File: config.mk
export PLATFORM = sky130hd
export DESIGN_NAME = mem_access_stage
export DESIGN_NICKNAME = d
export VERILOG_FILES = /design/src/common/mem_stage_pkg.sv /design/src/mem_stage/addr_translate.sv /design/src/mem_stage/except_detect.sv /design/src/mem_stage/ll_sc_monitor.sv /design/src/mem_stage/access_align.sv /design/src/hw/exc_vector.sv /design/src/hw/mem_access_stage.sv
export SDC_FILE = /design/constraint.sdc
export NUM_CORES = 1
export LEC_CHECK = 0
export ABC_AREA = 0
export ABC_CLOCK_PERIOD_IN_PS = 2530
export BUFFER_PORTS_ARGS = -buffer_cell sky130_fd_sc_hd__buf_2
export CAP_MARGIN = 25
export CELL_PAD_IN_SITES_DETAIL_PLACEMENT = 1
export CELL_PAD_IN_SITES_GLOBAL_PLACEMENT = 2
export CORE_MARGIN = 1
export CORE_UTILIZATION = 19
export DETAILED_ROUTE_END_ITERATION = 10
export GPL_TIMING_DRIVEN = 0
export PLACE_DENSITY_LB_ADDON = 0.3
export SYNTH_ARGS = -nofsm -noshare
export SYNTH_HDL_FRONTEND = slang
export SYNTH_SLANG_ARGS = --single-unit
File: constraint.sdc
create_clock -name clk -period 2.53 [get_ports clk]
set_clock_uncertainty 0.05 [all_clocks]
set_input_delay 0.1265 -clock clk [delete_from_list [all_inputs] [get_ports clk]]
set_output_delay 0.1265 -clock clk [all_outputs]
set_load 0.02 [all_outputs]
File: src/common/mem_stage_pkg.sv
package mem_stage_pkg;

    // cp0 cause codes raised by the memory stage
    typedef enum logic [4:0] {
        EXC_INT  = 5'd0,
        EXC_MOD  = 5'd1,
        EXC_TLBL = 5'd2,
        EXC_TLBS = 5'd3,
        EXC_ADEL = 5'd4,
        EXC_ADES = 5'd5,
        EXC_OV   = 5'd12,
        EXC_TR   = 5'd13
    } exc_code_e;

    // ll shares OP_LW, sc shares OP_SW
    typedef enum logic [3:0] {
        OP_SB  = 4'd0,
        OP_SH  = 4'd1,
        OP_SW  = 4'd2,
        OP_SWL = 4'd3,
        OP_SWR = 4'd4,
        OP_LBU = 4'd5,
        OP_LB  = 4'd6,
        OP_LHU = 4'd7,
        OP_LH  = 4'd8,
        OP_LWL = 4'd9,
        OP_LWR = 4'd10,
        OP_LW  = 4'd11
    } mem_op_e;

    typedef struct packed {
        logic [31:0] vaddr;
        mem_op_e     op;
        logic        is_load;
        logic        is_store;
        logic        is_ll;
        logic        is_sc;
        logic [31:0] store_data;    // rt value
    } mem_req_t;

    typedef struct packed {
        logic        found;
        logic        valid;
        logic        dirty;
        logic [19:0] pfn;
        logic [2:0]  cca;
    } tlb_resp_t;

    typedef struct packed {
        logic        status_bev;
        logic        status_exl;
        logic        cause_iv;
        logic [2:0]  config_k0;
        logic [31:0] ebase;
        logic [31:0] epc;
    } cp0_state_t;

    typedef struct packed {
        logic        exception;
        logic        refill;
        exc_code_e   code;
        logic [31:0] badvaddr;
    } exc_info_t;

    typedef struct packed {
        logic [31:0] paddr;
        logic        uncached;
        logic [3:0]  wstrb;
        logic [31:0] wdata;
        logic [4:0]  rstrb;     // load extract code
        logic [1:0]  size;
    } bus_req_t;

    localparam logic [2:0] CCA_CACHEABLE = 3'd3;

endpackage

File: src/mem_stage/addr_translate.sv
`timescale 1ns/1ps

module addr_translate import mem_stage_pkg::*; (
    input  logic [31:0] vaddr,
    input  logic        is_access,
    input  tlb_resp_t   tlb,
    input  logic [2:0]  config_k0,
    output logic        mapped,
    output logic [31:0] paddr,
    output logic        uncached
);

    logic kseg0;
    logic kseg1;

    // kuseg and kseg2/3 go through the tlb
    assign mapped = (~vaddr[31] | (vaddr[31:30] == 2'b11)) & is_access;

    assign paddr = mapped ? {tlb.pfn, vaddr[11:0]}
                          : {3'b000, vaddr[28:0]};

    assign kseg0 = (vaddr[31:29] == 3'b100);
    assign kseg1 = (vaddr[31:29] == 3'b101);

    always_comb begin
        if (kseg1)
            uncached = 1'b1;
        else if (kseg0)
            uncached = (config_k0 != CCA_CACHEABLE);    // k0 field decides
        else if (mapped)
            uncached = (tlb.cca != CCA_CACHEABLE);
        else
            uncached = 1'b0;
    end

endmodule

File: src/mem_stage/except_detect.sv
`timescale 1ns/1ps

module except_detect import mem_stage_pkg::*; (
    input  mem_req_t    req,
    input  logic        mapped,
    input  tlb_resp_t   tlb,
    input  logic        sc_ok,
    input  logic        prior_exc,
    input  exc_code_e   prior_code,
    input  logic [31:0] pc,
    input  logic        overflow,
    input  logic        trap,
    input  logic        interrupt,
    input  logic        eret,
    output exc_info_t   exc,
    output logic        flush_any
);

    logic tlb_miss;
    logic tlbl;
    logic tlbs;
    logic tlbmod;
    logic store_writes;
    logic ades;
    logic adel;

    // sc without a link does not write, so it cannot take a mod fault
    assign store_writes = req.is_store & (~req.is_sc | sc_ok);

    assign tlb_miss = mapped & (~tlb.found | ~tlb.valid);
    assign tlbl     = tlb_miss & req.is_load;
    assign tlbs     = tlb_miss & req.is_store;
    assign tlbmod   = mapped & tlb.found & tlb.valid & ~tlb.dirty & store_writes;

    assign ades = req.is_store & (((req.op == OP_SW) & (req.vaddr[1:0] != 2'b00)) |
                                  ((req.op == OP_SH) & req.vaddr[0]));
    assign adel = req.is_load & (((req.op == OP_LW) & (req.vaddr[1:0] != 2'b00)) |
                                 (((req.op == OP_LH) | (req.op == OP_LHU)) & req.vaddr[0]));

    always_comb begin
        exc.exception = interrupt | prior_exc | overflow | trap | ades | adel |
                        tlbl | tlbs | tlbmod;
        exc.refill    = mapped & (req.is_load | req.is_store) & ~tlb.found & ~prior_exc;
        if (interrupt) begin
            exc.code     = EXC_INT;
            exc.badvaddr = 32'd0;
        end else if (prior_exc) begin
            exc.code     = prior_code;
            exc.badvaddr = pc;  // earlier stages report their pc
        end else if (overflow) begin
            exc.code     = EXC_OV;
            exc.badvaddr = 32'd0;
        end else if (trap) begin
            exc.code     = EXC_TR;
            exc.badvaddr = 32'd0;
        end else if (ades) begin
            exc.code     = EXC_ADES;
            exc.badvaddr = req.vaddr;
        end else if (adel) begin
            exc.code     = EXC_ADEL;
            exc.badvaddr = req.vaddr;
        end else begin
            exc.code     = tlbl ? EXC_TLBL : (tlbs ? EXC_TLBS : EXC_MOD);
            exc.badvaddr = req.vaddr;
        end
        // refill vector only makes sense with an exception taken
        assert (!exc.refill || exc.exception);
    end

    assign flush_any = exc.exception | eret;

endmodule

File: src/mem_stage/ll_sc_monitor.sv
`timescale 1ns/1ps

module ll_sc_monitor import mem_stage_pkg::*; (
    input  logic        clk,
    input  logic        rst,
    input  logic        is_ll,
    input  logic        is_sc,
    input  logic [31:0] vaddr,
    input  logic        flush_any,
    output logic        sc_ok
);

    logic        link_q;
    logic [31:0] link_addr;

    always_ff @(posedge clk) begin
        if (rst || flush_any)
            link_q <= 1'b0;
        else if (is_ll)
            link_q <= 1'b1;
    end

    always_ff @(posedge clk) begin
        if (is_ll && !flush_any)
            link_addr <= vaddr;
    end

    assign sc_ok = is_sc & link_q & (link_addr == vaddr);

    // link must come from an ll that retired in an earlier cycle
    a_sc_after_ll: assert property (@(posedge clk) disable iff (rst)
        sc_ok |-> $past(link_q | (is_ll & ~flush_any)));

endmodule

File: src/mem_stage/access_align.sv
`timescale 1ns/1ps

module access_align import mem_stage_pkg::*; (
    input  mem_op_e     op,
    input  logic [1:0]  offset,
    input  logic [31:0] store_data,
    output logic [3:0]  wstrb,
    output logic [31:0] wdata,
    output logic [4:0]  rstrb,
    output logic [1:0]  size
);

    always_comb begin
        case (op)
            OP_SB:   wstrb = 4'b0001 << offset;
            OP_SH:   wstrb = offset[1] ? 4'b1100 : 4'b0011;
            OP_SWL: begin
                case (offset)
                    2'd0:    wstrb = 4'b0001;
                    2'd1:    wstrb = 4'b0011;
                    2'd2:    wstrb = 4'b0111;
                    default: wstrb = 4'b1111;
                endcase
            end
            OP_SWR: begin
                case (offset)
                    2'd0:    wstrb = 4'b1111;
                    2'd1:    wstrb = 4'b1110;
                    2'd2:    wstrb = 4'b1100;
                    default: wstrb = 4'b1000;
                endcase
            end
            default: wstrb = 4'b1111;   // sw, sc and loads
        endcase
        assert (wstrb != 4'b0000);
    end

    always_comb begin
        case (op)
            OP_SB:   wdata = {4{store_data[7:0]}};
            OP_SH:   wdata = {2{store_data[15:0]}};
            OP_SWL: begin
                // upper bytes of rt land at the low end
                case (offset)
                    2'd0:    wdata = {4{store_data[31:24]}};
                    2'd1:    wdata = {2{store_data[31:16]}};
                    2'd2:    wdata = {8'h00, store_data[31:8]};
                    default: wdata = store_data;
                endcase
            end
            OP_SWR: begin
                case (offset)
                    2'd0:    wdata = store_data;
                    2'd1:    wdata = {store_data[23:0], 8'h00};
                    2'd2:    wdata = {2{store_data[15:0]}};
                    default: wdata = {4{store_data[7:0]}};
                endcase
            end
            default: wdata = store_data;
        endcase
    end

    always_comb begin
        case (op)
            OP_LBU:  rstrb = {3'b000, offset};
            OP_LB:   rstrb = {3'b010, offset};          // bit 3 means sign extend
            OP_LHU:  rstrb = {3'b001, offset[1], 1'b0};
            OP_LH:   rstrb = {3'b011, offset[1], 1'b0};
            OP_LWL: begin
                case (offset)
                    2'd0:    rstrb = 5'b11000;
                    2'd1:    rstrb = 5'b11100;
                    2'd2:    rstrb = 5'b11110;
                    default: rstrb = 5'b11111;
                endcase
            end
            OP_LWR: begin
                case (offset)
                    2'd0:    rstrb = 5'b11111;
                    2'd1:    rstrb = 5'b10111;
                    2'd2:    rstrb = 5'b10011;
                    default: rstrb = 5'b10001;
                endcase
            end
            default: rstrb = 5'b11111;
        endcase
    end

    always_comb begin
        case (op)
            OP_SB, OP_LBU, OP_LB: size = 2'd0;
            OP_SH, OP_LHU, OP_LH: size = 2'd1;
            default:              size = 2'd2;  // word and partial word
        endcase
    end

endmodule

File: src/hw/exc_vector.sv
`timescale 1ns/1ps

module exc_vector import mem_stage_pkg::*; #(
    parameter logic [31:0] BEV_BASE = 32'hbfc00200
) (
    input  logic        eret,
    input  logic        interrupt,
    input  logic        refill,
    input  cp0_state_t  cp0,
    output logic [31:0] redirect_pc
);

    logic [11:0] vec_offset;

    // nested exceptions always use the general vector
    always_comb begin
        if (!cp0.status_exl && refill)
            vec_offset = 12'h000;
        else if (!cp0.status_exl && interrupt && cp0.cause_iv)
            vec_offset = 12'h200;
        else
            vec_offset = 12'h180;
    end

    always_comb begin
        if (eret)
            redirect_pc = cp0.epc;
        else if (cp0.status_bev)
            redirect_pc = BEV_BASE + {20'd0, vec_offset};
        else
            redirect_pc = {cp0.ebase[31:12], vec_offset};
    end

endmodule

File: src/hw/mem_access_stage.sv
`timescale 1ns/1ps

module mem_access_stage import mem_stage_pkg::*; #(
    parameter logic [31:0] BEV_BASE = 32'hbfc00200
) (
    input  logic       clk,
    input  logic       rst,
    input  mem_req_t   req,
    input  tlb_resp_t  tlb,
    input  cp0_state_t cp0,
    input  logic       prior_exc,
    input  exc_code_e  prior_code,
    input  logic [31:0] pc,
    input  logic       overflow,
    input  logic       trap,
    input  logic       interrupt,
    input  logic       eret,
    output bus_req_t   bus,
    output logic       mem_en,
    output exc_info_t  exc,
    output logic       redirect,
    output logic [31:0] redirect_pc
);

    logic        is_access;
    logic        mapped;
    logic [31:0] paddr;
    logic        uncached;
    logic        sc_ok;
    logic        flush_any;
    logic [3:0]  wstrb;
    logic [31:0] wdata;
    logic [4:0]  rstrb;
    logic [1:0]  size;

    assign is_access = req.is_load | req.is_store;

    addr_translate i_addr_translate (
        .vaddr     (req.vaddr),
        .is_access (is_access),
        .tlb       (tlb),
        .config_k0 (cp0.config_k0),
        .mapped    (mapped),
        .paddr     (paddr),
        .uncached  (uncached)
    );

    except_detect i_except_detect (
        .req        (req),
        .mapped     (mapped),
        .tlb        (tlb),
        .sc_ok      (sc_ok),
        .prior_exc  (prior_exc),
        .prior_code (prior_code),
        .pc         (pc),
        .overflow   (overflow),
        .trap       (trap),
        .interrupt  (interrupt),
        .eret       (eret),
        .exc        (exc),
        .flush_any  (flush_any)
    );

    ll_sc_monitor i_ll_sc_monitor (
        .clk       (clk),
        .rst       (rst),
        .is_ll     (req.is_ll),
        .is_sc     (req.is_sc),
        .vaddr     (req.vaddr),
        .flush_any (flush_any),
        .sc_ok     (sc_ok)
    );

    access_align i_access_align (
        .op         (req.op),
        .offset     (paddr[1:0]),
        .store_data (req.store_data),
        .wstrb      (wstrb),
        .wdata      (wdata),
        .rstrb      (rstrb),
        .size       (size)
    );

    exc_vector #(
        .BEV_BASE (BEV_BASE)
    ) i_exc_vector (
        .eret        (eret),
        .interrupt   (interrupt),
        .refill      (exc.refill),
        .cp0         (cp0),
        .redirect_pc (redirect_pc)
    );

    assign bus = '{paddr: paddr, uncached: uncached, wstrb: wstrb,
                   wdata: wdata, rstrb: rstrb, size: size};

    // a failed sc never reaches memory
    assign mem_en   = is_access & ~flush_any & (~req.is_sc | sc_ok);
    assign redirect = flush_any;

endmodule

Yosys cells after proc, flatten, opt, wreduce, memory -nomap -nowiden

Index checks and enable logic that the tools add are counted.

Register bits after elaboration: 33
Output and inout port bits: 149

Add/subtract/negate cells: 1
Equality and inequality tests: 19
Shift-type cells: 1
Mux-type cells: 27
Bitwise operators: 45
Reduce and logical (&&, ||, !) cells: 12

Operators by type and width:

| operator                 | count |
|---|---|
| $mux W37                 | 6 |
| $pmux W32 S3             | 2 |
| $pmux W32 S4             | 1 |
| $mux W32                 | 3 |
| $add A32 B12 Y32 const A | 1 |
| $eq A32 B32 Y1           | 1 |
| $pmux W5 S6              | 1 |
| $pmux W4 S3              | 2 |
| $and A1 B1 Y1            | 22 |
| $pmux W3 S3              | 2 |
| $eq A4 B3 Y1 const B     | 4 |
| $eq A4 B4 Y1 const B     | 4 |
| $or A1 B1 Y1             | 16 |
| $pmux W4 S4              | 1 |
| $mux W12                 | 1 |
| $mux W10                 | 1 |
| $eq A4 B2 Y1 const B     | 2 |
| $not A1 Y1               | 7 |
| $eq A3 B3 Y1 const B     | 2 |
| $ne A3 B2 Y1 const B     | 2 |
| $reduce_or A3 Y1         | 2 |
| $mux W5                  | 1 |
| $eq A2 B2 Y1 const B     | 2 |
| $eq A4 B1 Y1 const B     | 1 |
| other kinds (12)         | 18 |

Depth between registers and ports, before layout

Depth after elaboration: 13
Mapped depth: 7
Mapped depth without buffers: 5

Cells and area by module

Synthesis repeated with hierarchy kept, for this count alone.

Cells, all modules: 484
Area, all modules: 4488.1 µm²

Modules (own cells, without submodules):

| module           | instances | cells an instance | area each (µm²) | sequential area each (µm²) |
|---|---|---|---|---|
| access_align     | 1         | 221               | 1694.1          | 0.0 |
| ll_sc_monitor    | 1         | 80                | 1353.8          | 980.9 |
| except_detect    | 1         | 75                | 594.3           | 0.0 |
| addr_translate   | 1         | 40                | 409.1           | 0.0 |
| exc_vector       | 1         | 63                | 405.4           | 0.0 |
| mem_access_stage | 1         | 5                 | 31.3            | 0.0 |

Least setup slack after synthesis

OpenSTA, ideal clock, no wires.

Path kind: flip-flop to flip-flop
From: register i_ll_sc_monitor.link_addr[24]
To: register i_ll_sc_monitor.link_addr[0], enable pin
Library setup time: 404 ps
Data arrival time: 1787 ps
Required time: 2076 ps
Slack: 289 ps
Stages on the path, launching flop included: 6
Buffers on the path: 0
Cell sequence: edfxtp_1 > xor2_1 > nor4_1 > nand4_1 > o31a_1 > o211a_1

Cells in the longest elaborated chain, start to end: 9

Ends and longest elaborated chain:

| element                  | RTL line            | RTL |
|---|---|---|
| start: declaration       | ll_sc_monitor.sv:14 | `logic [31:0] link_addr;` |
| start signal: assignment | ll_sc_monitor.sv:25 | `link_addr <= vaddr;` |
| $eq A32 B32 Y1           | ll_sc_monitor.sv:28 | `assign sc_ok = is_sc & link_q & (link_addr == vaddr);` |
| $and A1 B1 Y1            | ll_sc_monitor.sv:28 |  |
| $or A1 B1 Y1             | except_detect.sv:28 | `assign store_writes = req.is_store & (~req.is_sc \| sc_ok);` |
| $and A1 B1 Y1            | except_detect.sv:28 |  |
| $and A1 B1 Y1            | except_detect.sv:33 | `assign tlbmod = mapped & tlb.found & tlb.valid & ~tlb.dirty & store_writes;` |
| $or A1 B1 Y1             | except_detect.sv:42 | `tlbl \| tlbs \| tlbmod;` |
| $or A1 B1 Y1             | except_detect.sv:70 | `assign flush_any = exc.exception \| eret;` |
| $logic_not A1 Y1         | ll_sc_monitor.sv:24 | `if (is_ll && !flush_any)` |
| $logic_and A1 B1 Y1      | ll_sc_monitor.sv:24 |  |

No other way between the ends.
A chain may end at the register's enable or synchronous reset.

==> flow_metrics.py <==
metrics = {
    "place": {
        "hpwl_mm": 18.6,
        "placed_area_um2": 6260,
        "dp_cells": 1093,
        "gp_congestion": 0.801,
        "port_buffers": 347,
    },
    "clocking": {
        "cts_made_buffers": 5,
        "clock_latency_ps": 280,
        "hold_buffers": 0,
        "cts_tree": "done",
        "clk_transition_reported_paths_ps": 60,
        "htree_levels": 2,
        "clock_sinks": 33,
        "cts_root_buf": "clkbuf_16",
        "clk_path_buf_depth": 2,
    },
    "grt": {
        "top_usage_layer": "met2",
        "grt_util_all_layers_pct": 19.7,
        "grt_pass1_wl_mm": 33.3,
        "antenna_found_initial": 2,
        "grt_max_degree": 25,
        "grt_use_met2_pct": 35.4,
        "grt_util_met3_pct": 2.93,
        "grt_pass1_vias": 5380,
        "use_met1_pct": 24.2,
        "grt_overflow": 0,
    },
    "floorplan": {
        "fp.coreArea_um2": 21200,
        "dieWidth_um": 150,
        "ios": 361,
        "die_height_um": 150,
        "die_area_um2": 22400,
        "rows": 53,
        "initial_core_util_pct": 19.5,
    },
    "yosys": {
        "netlist_area_um2": 4150,
        "yosys-top-cells-area": "edfxtp_1 23%, mux2_2 11%, a22o_1 11%",
        "synth_top_area_share_pct": 23.2,
        "ys_seq_area_share_pct": 23.7,
        "synth_seq_cells": 33,
        "yosys_warnings": 0,
        "synth-async-reset-ratio_pct": 0,
        "synth_edf_count": 32,
        "avgSynthCellArea_um2": 8.84,
        "synth_area_leader_cell": "edfxtp_1",
        "synth_top_flop_cell": "edfxtp_1",
        "syn-instance-count": 469,
        "synth.net_count": 682,
        "ys_types": 60,
    },
    "pwr": {
        "p_sw_share_pct": 36.9,
        "p_int_w": 0.00152,
        "ir_drop_mv": 0.217,
        "total_power_w": 0.00241,
        "seqPwrFrac_pct": 25.1,
        "share_comb_of_total_power_pct": 46.8,
        "p_clk_share_pct": 28.0,
        "p_per_area_nw_per_um2": 374,
        "switching_power_w": 0.000889,
        "p_leak_nw": 3.04,
    },
    "sta": {
        "worst_pin_slew_ps": 698,
        "finalCritPeriodShare_pct": 94.0,
        "fmax_mhz": 420,
        "rsz0062_at_grt": "false",
        "final-hold-violation-count": 0,
        "relSlewSlack_pct": 53.3,
        "slew_viol_final": 0,
        "fin_setup_tns_ps": 0,
        "fin_crit_ps": 2380,
        "holdWs_ps": 20.3,
        "setup_viol_count_final": 0,
    },
    "outcome": {
        "status": "complete, no violations",
    },
    "cells_and_area": {
        "final_net_count": 1038,
        "fillers": 2652,
        "final_cells": 1103,
        "stdcell_area_um2": 6440,
        "area_delta_synth_final_pct": 55.2,
        "drive_gt1_share_pct": 53.8,
    },
    "routing": {
        "routed-via-count": 5302,
        "post-route-drc-count": 0,
        "drt_iter0_markers": 256,
        "routed_wl_mm": 22.7,
        "via_per_inst": 4.81,
        "drt_pre_antenna_iters": 6,
        "route.detailed.wl_per_inst_um": 20.6,
        "drtAntennaViolNets": 0,
    },
    "worst_setup_path": {
        "crit_path_top_delay_cell": "o31a_1",
        "slowest_delay_ps": 430,
        "crit_path_max_fanout": 5,
        "cp_top_family": "compound AO/OA/AOI/OAI gates",
        "rr_worst_depth": 6,
        "cp.arrival_ps": 2200,
        "r2r_end": "i_ll_sc_monitor.link_addr[6]$_DFFE_PP_",
        "critPathBufInv": 1,
        "critPathLaunchType": "flop",
        "r2r_slack_ps": 180,
        "cp.required_ps": 2350,
        "r2r-start": "i_ll_sc_monitor.link_addr[8]$_DFFE_PP_",
        "endpoint_kind": "output pin",
        "critical_path_class": "flop to output pin",
        "worstPathCellList": "xor2_1 > nor4_1 > nand4_1 > o31a_1 > o2111ai_1 > buf_2",
    },
    "worst_hold_path": {
        "min_from": "req[41]",
        "holdPathEnd": "i_ll_sc_monitor.link_addr[1]$_DFFE_PP_",
        "whs_path_depth": 1,
        "hold_class": "input pin to flop",
    },
    "run": {
        "maxCapViolCount": 0,
    },
}
-- power by group through the flow --
stage / registers [W] / clock network [W] / logic [W]
4_1_cts: 0.000606 / 0.000690 / 0.00114
2_1_floorplan: 0.000617 / 0 / 0.000626
6_report: 0.000606 / 0.000675 / 0.00113
3_3_place_gp: 0.000616 / 0 / 0.00113
3_5_place_dp: 0.000617 / 0 / 0.00113
5_1_grt: 0.000605 / 0.000719 / 0.00121
-- cell usage in the layout (no fill, tap or decap), types with 7 or more instances in the layout --
cell	netlist	final
a22o_1	50	50
mux4_2	7	7
nor4_1	8	8
a22oi_1	11	11
a21oi_1	8	8
nand2b_1	8	8
a211oi_1	9	9
nor3_1	7	7
buf_2	15	363
nor2_1	26	26
xor2_1	31	31
clkbuf_1	18	19
o21ai_0	31	31
nor2b_1	17	17
edfxtp_1	32	32
a222oi_1	15	15
and2_1	15	15
nand2_1	45	45
buf_4	16	16
mux2_2	42	42
-- worst reg2reg max path, stage by stage (launching register included) --
cell      delay (ps)
edfxtp_1         390
xor2_1           160
nor4_1           310
nand4_1          230
o31a_1           440
o211a_4          330
buf_16           190
-- worst max-delay path by stage --
| stage | slack [ps] | from | depth (start not counted) | endpoint |
|---|---|---|---|---|
| 6_report | 150 | i_ll_sc_monitor.link_addr[8]$_DFFE_PP_ | 6 | exc[38] |
| 4_1_cts | 80 | i_ll_sc_monitor.link_addr[8]$_DFFE_PP_ | 6 | i_ll_sc_monitor.link_addr[6]$_DFFE_PP_ |
| 5_1_grt | 8 | i_ll_sc_monitor.link_addr[4]$_DFFE_PP_ | 6 | exc[38] |
| 2_1_floorplan | 290 | i_ll_sc_monitor.link_addr[24]$_DFFE_PP_ | 5 | i_ll_sc_monitor.link_addr[0]$_DFFE_PP_ |
| 3_5_place_dp | -50 | req[41] | 8 | i_ll_sc_monitor.link_addr[8]$_DFFE_PP_ |
| 3_3_place_gp | -440 | interrupt | 5 | i_ll_sc_monitor.link_addr[8]$_DFFE_PP_ |
-- sequential cells by signal, indices dropped and copies added, names as in the netlist --
name and flops:
i_ll_sc_monitor.link_addr 32, i_ll_sc_monitor.link_q 1
-- final cells by class --
cell class	count	area (um^2)	share of cell area, %
tap	275	344	5.35
timing repair buffer	349	1770	27.5
sequential	33	981	15.2
clock inverter	2	33.8	0.525
antenna	2	5.00	0.0778
inverter	5	18.8	0.292
buffer	51	270	4.20
clock buffer	6	129	2.00
multi-input combinational	380	2890	44.8
-- logic make-up (layout without fill, tap and decap cells) --
group,count (synthesis),in the layout,synth area share (%)
buf+inv,56,413,6.97
simple gates,145,145,18.4
mux,49,49,15.2
fa+ha+maj,1,1,0.302
xor+xnor,34,34,7.36
compound gates,151,151,28.1
flops,33,33,23.7
other cells,0,2,0
-- through the flow --
| stage | worst slack [ps] | util [%] |
|---|---|---|
| 6_report | 151 | 30.3 |
| 5_1_grt | 8.34 | 30.3 |
| 4_1_cts | 84.3 | 30.3 |
| 3_5_place_dp | -50.2 | 29.5 |
| 3_3_place_gp | -440 | 29.4 |
| 2_1_floorplan | 289 | - |
-- timing repair --
item / 4_1_cts / 5_1_grt
hold endpoints to repair: 0 / 0
pin swaps: 0 / 1
gates resized for setup: 1 / 1
gates cloned: 0 / 0
buffers inserted: 0 / 0
endpoints found under the setup margin: 16 / 6
-- synthesized netlist by cell type, types with 2 or more instances --
cell / instances
a32o_1: 2
edfxtp_1: 32
buf_4: 16
a22oi_1: 11
a22o_1: 50
a221o_1: 2
clkbuf_1: 18
inv_1: 5
a211oi_1: 9
nor3_2: 2
a31oi_1: 2
nand4_1: 2
nor2b_1: 17
a21oi_1: 8
buf_1: 2
and2_1: 15
xnor2_1: 2
nor3_1: 7
o21ai_1: 3
o21ai_0: 31
mux2_2: 42
buf_2: 15
o32ai_1: 3
mux4_2: 7
nor4_1: 8
nand2_1: 45
xor2_1: 31
nand2b_1: 8
o22ai_1: 2
o211a_1: 2
nor2_1: 26
nand3_1: 2
a222oi_1: 15
-- routing by layer --
layer	wire length (um)	share of wire [%]
met5	0	0
met4	325	1.4
met3	1440	6.3
met1	9610	42
met2	11400	50
No activity file was read; power rests on OpenSTA's default activity.
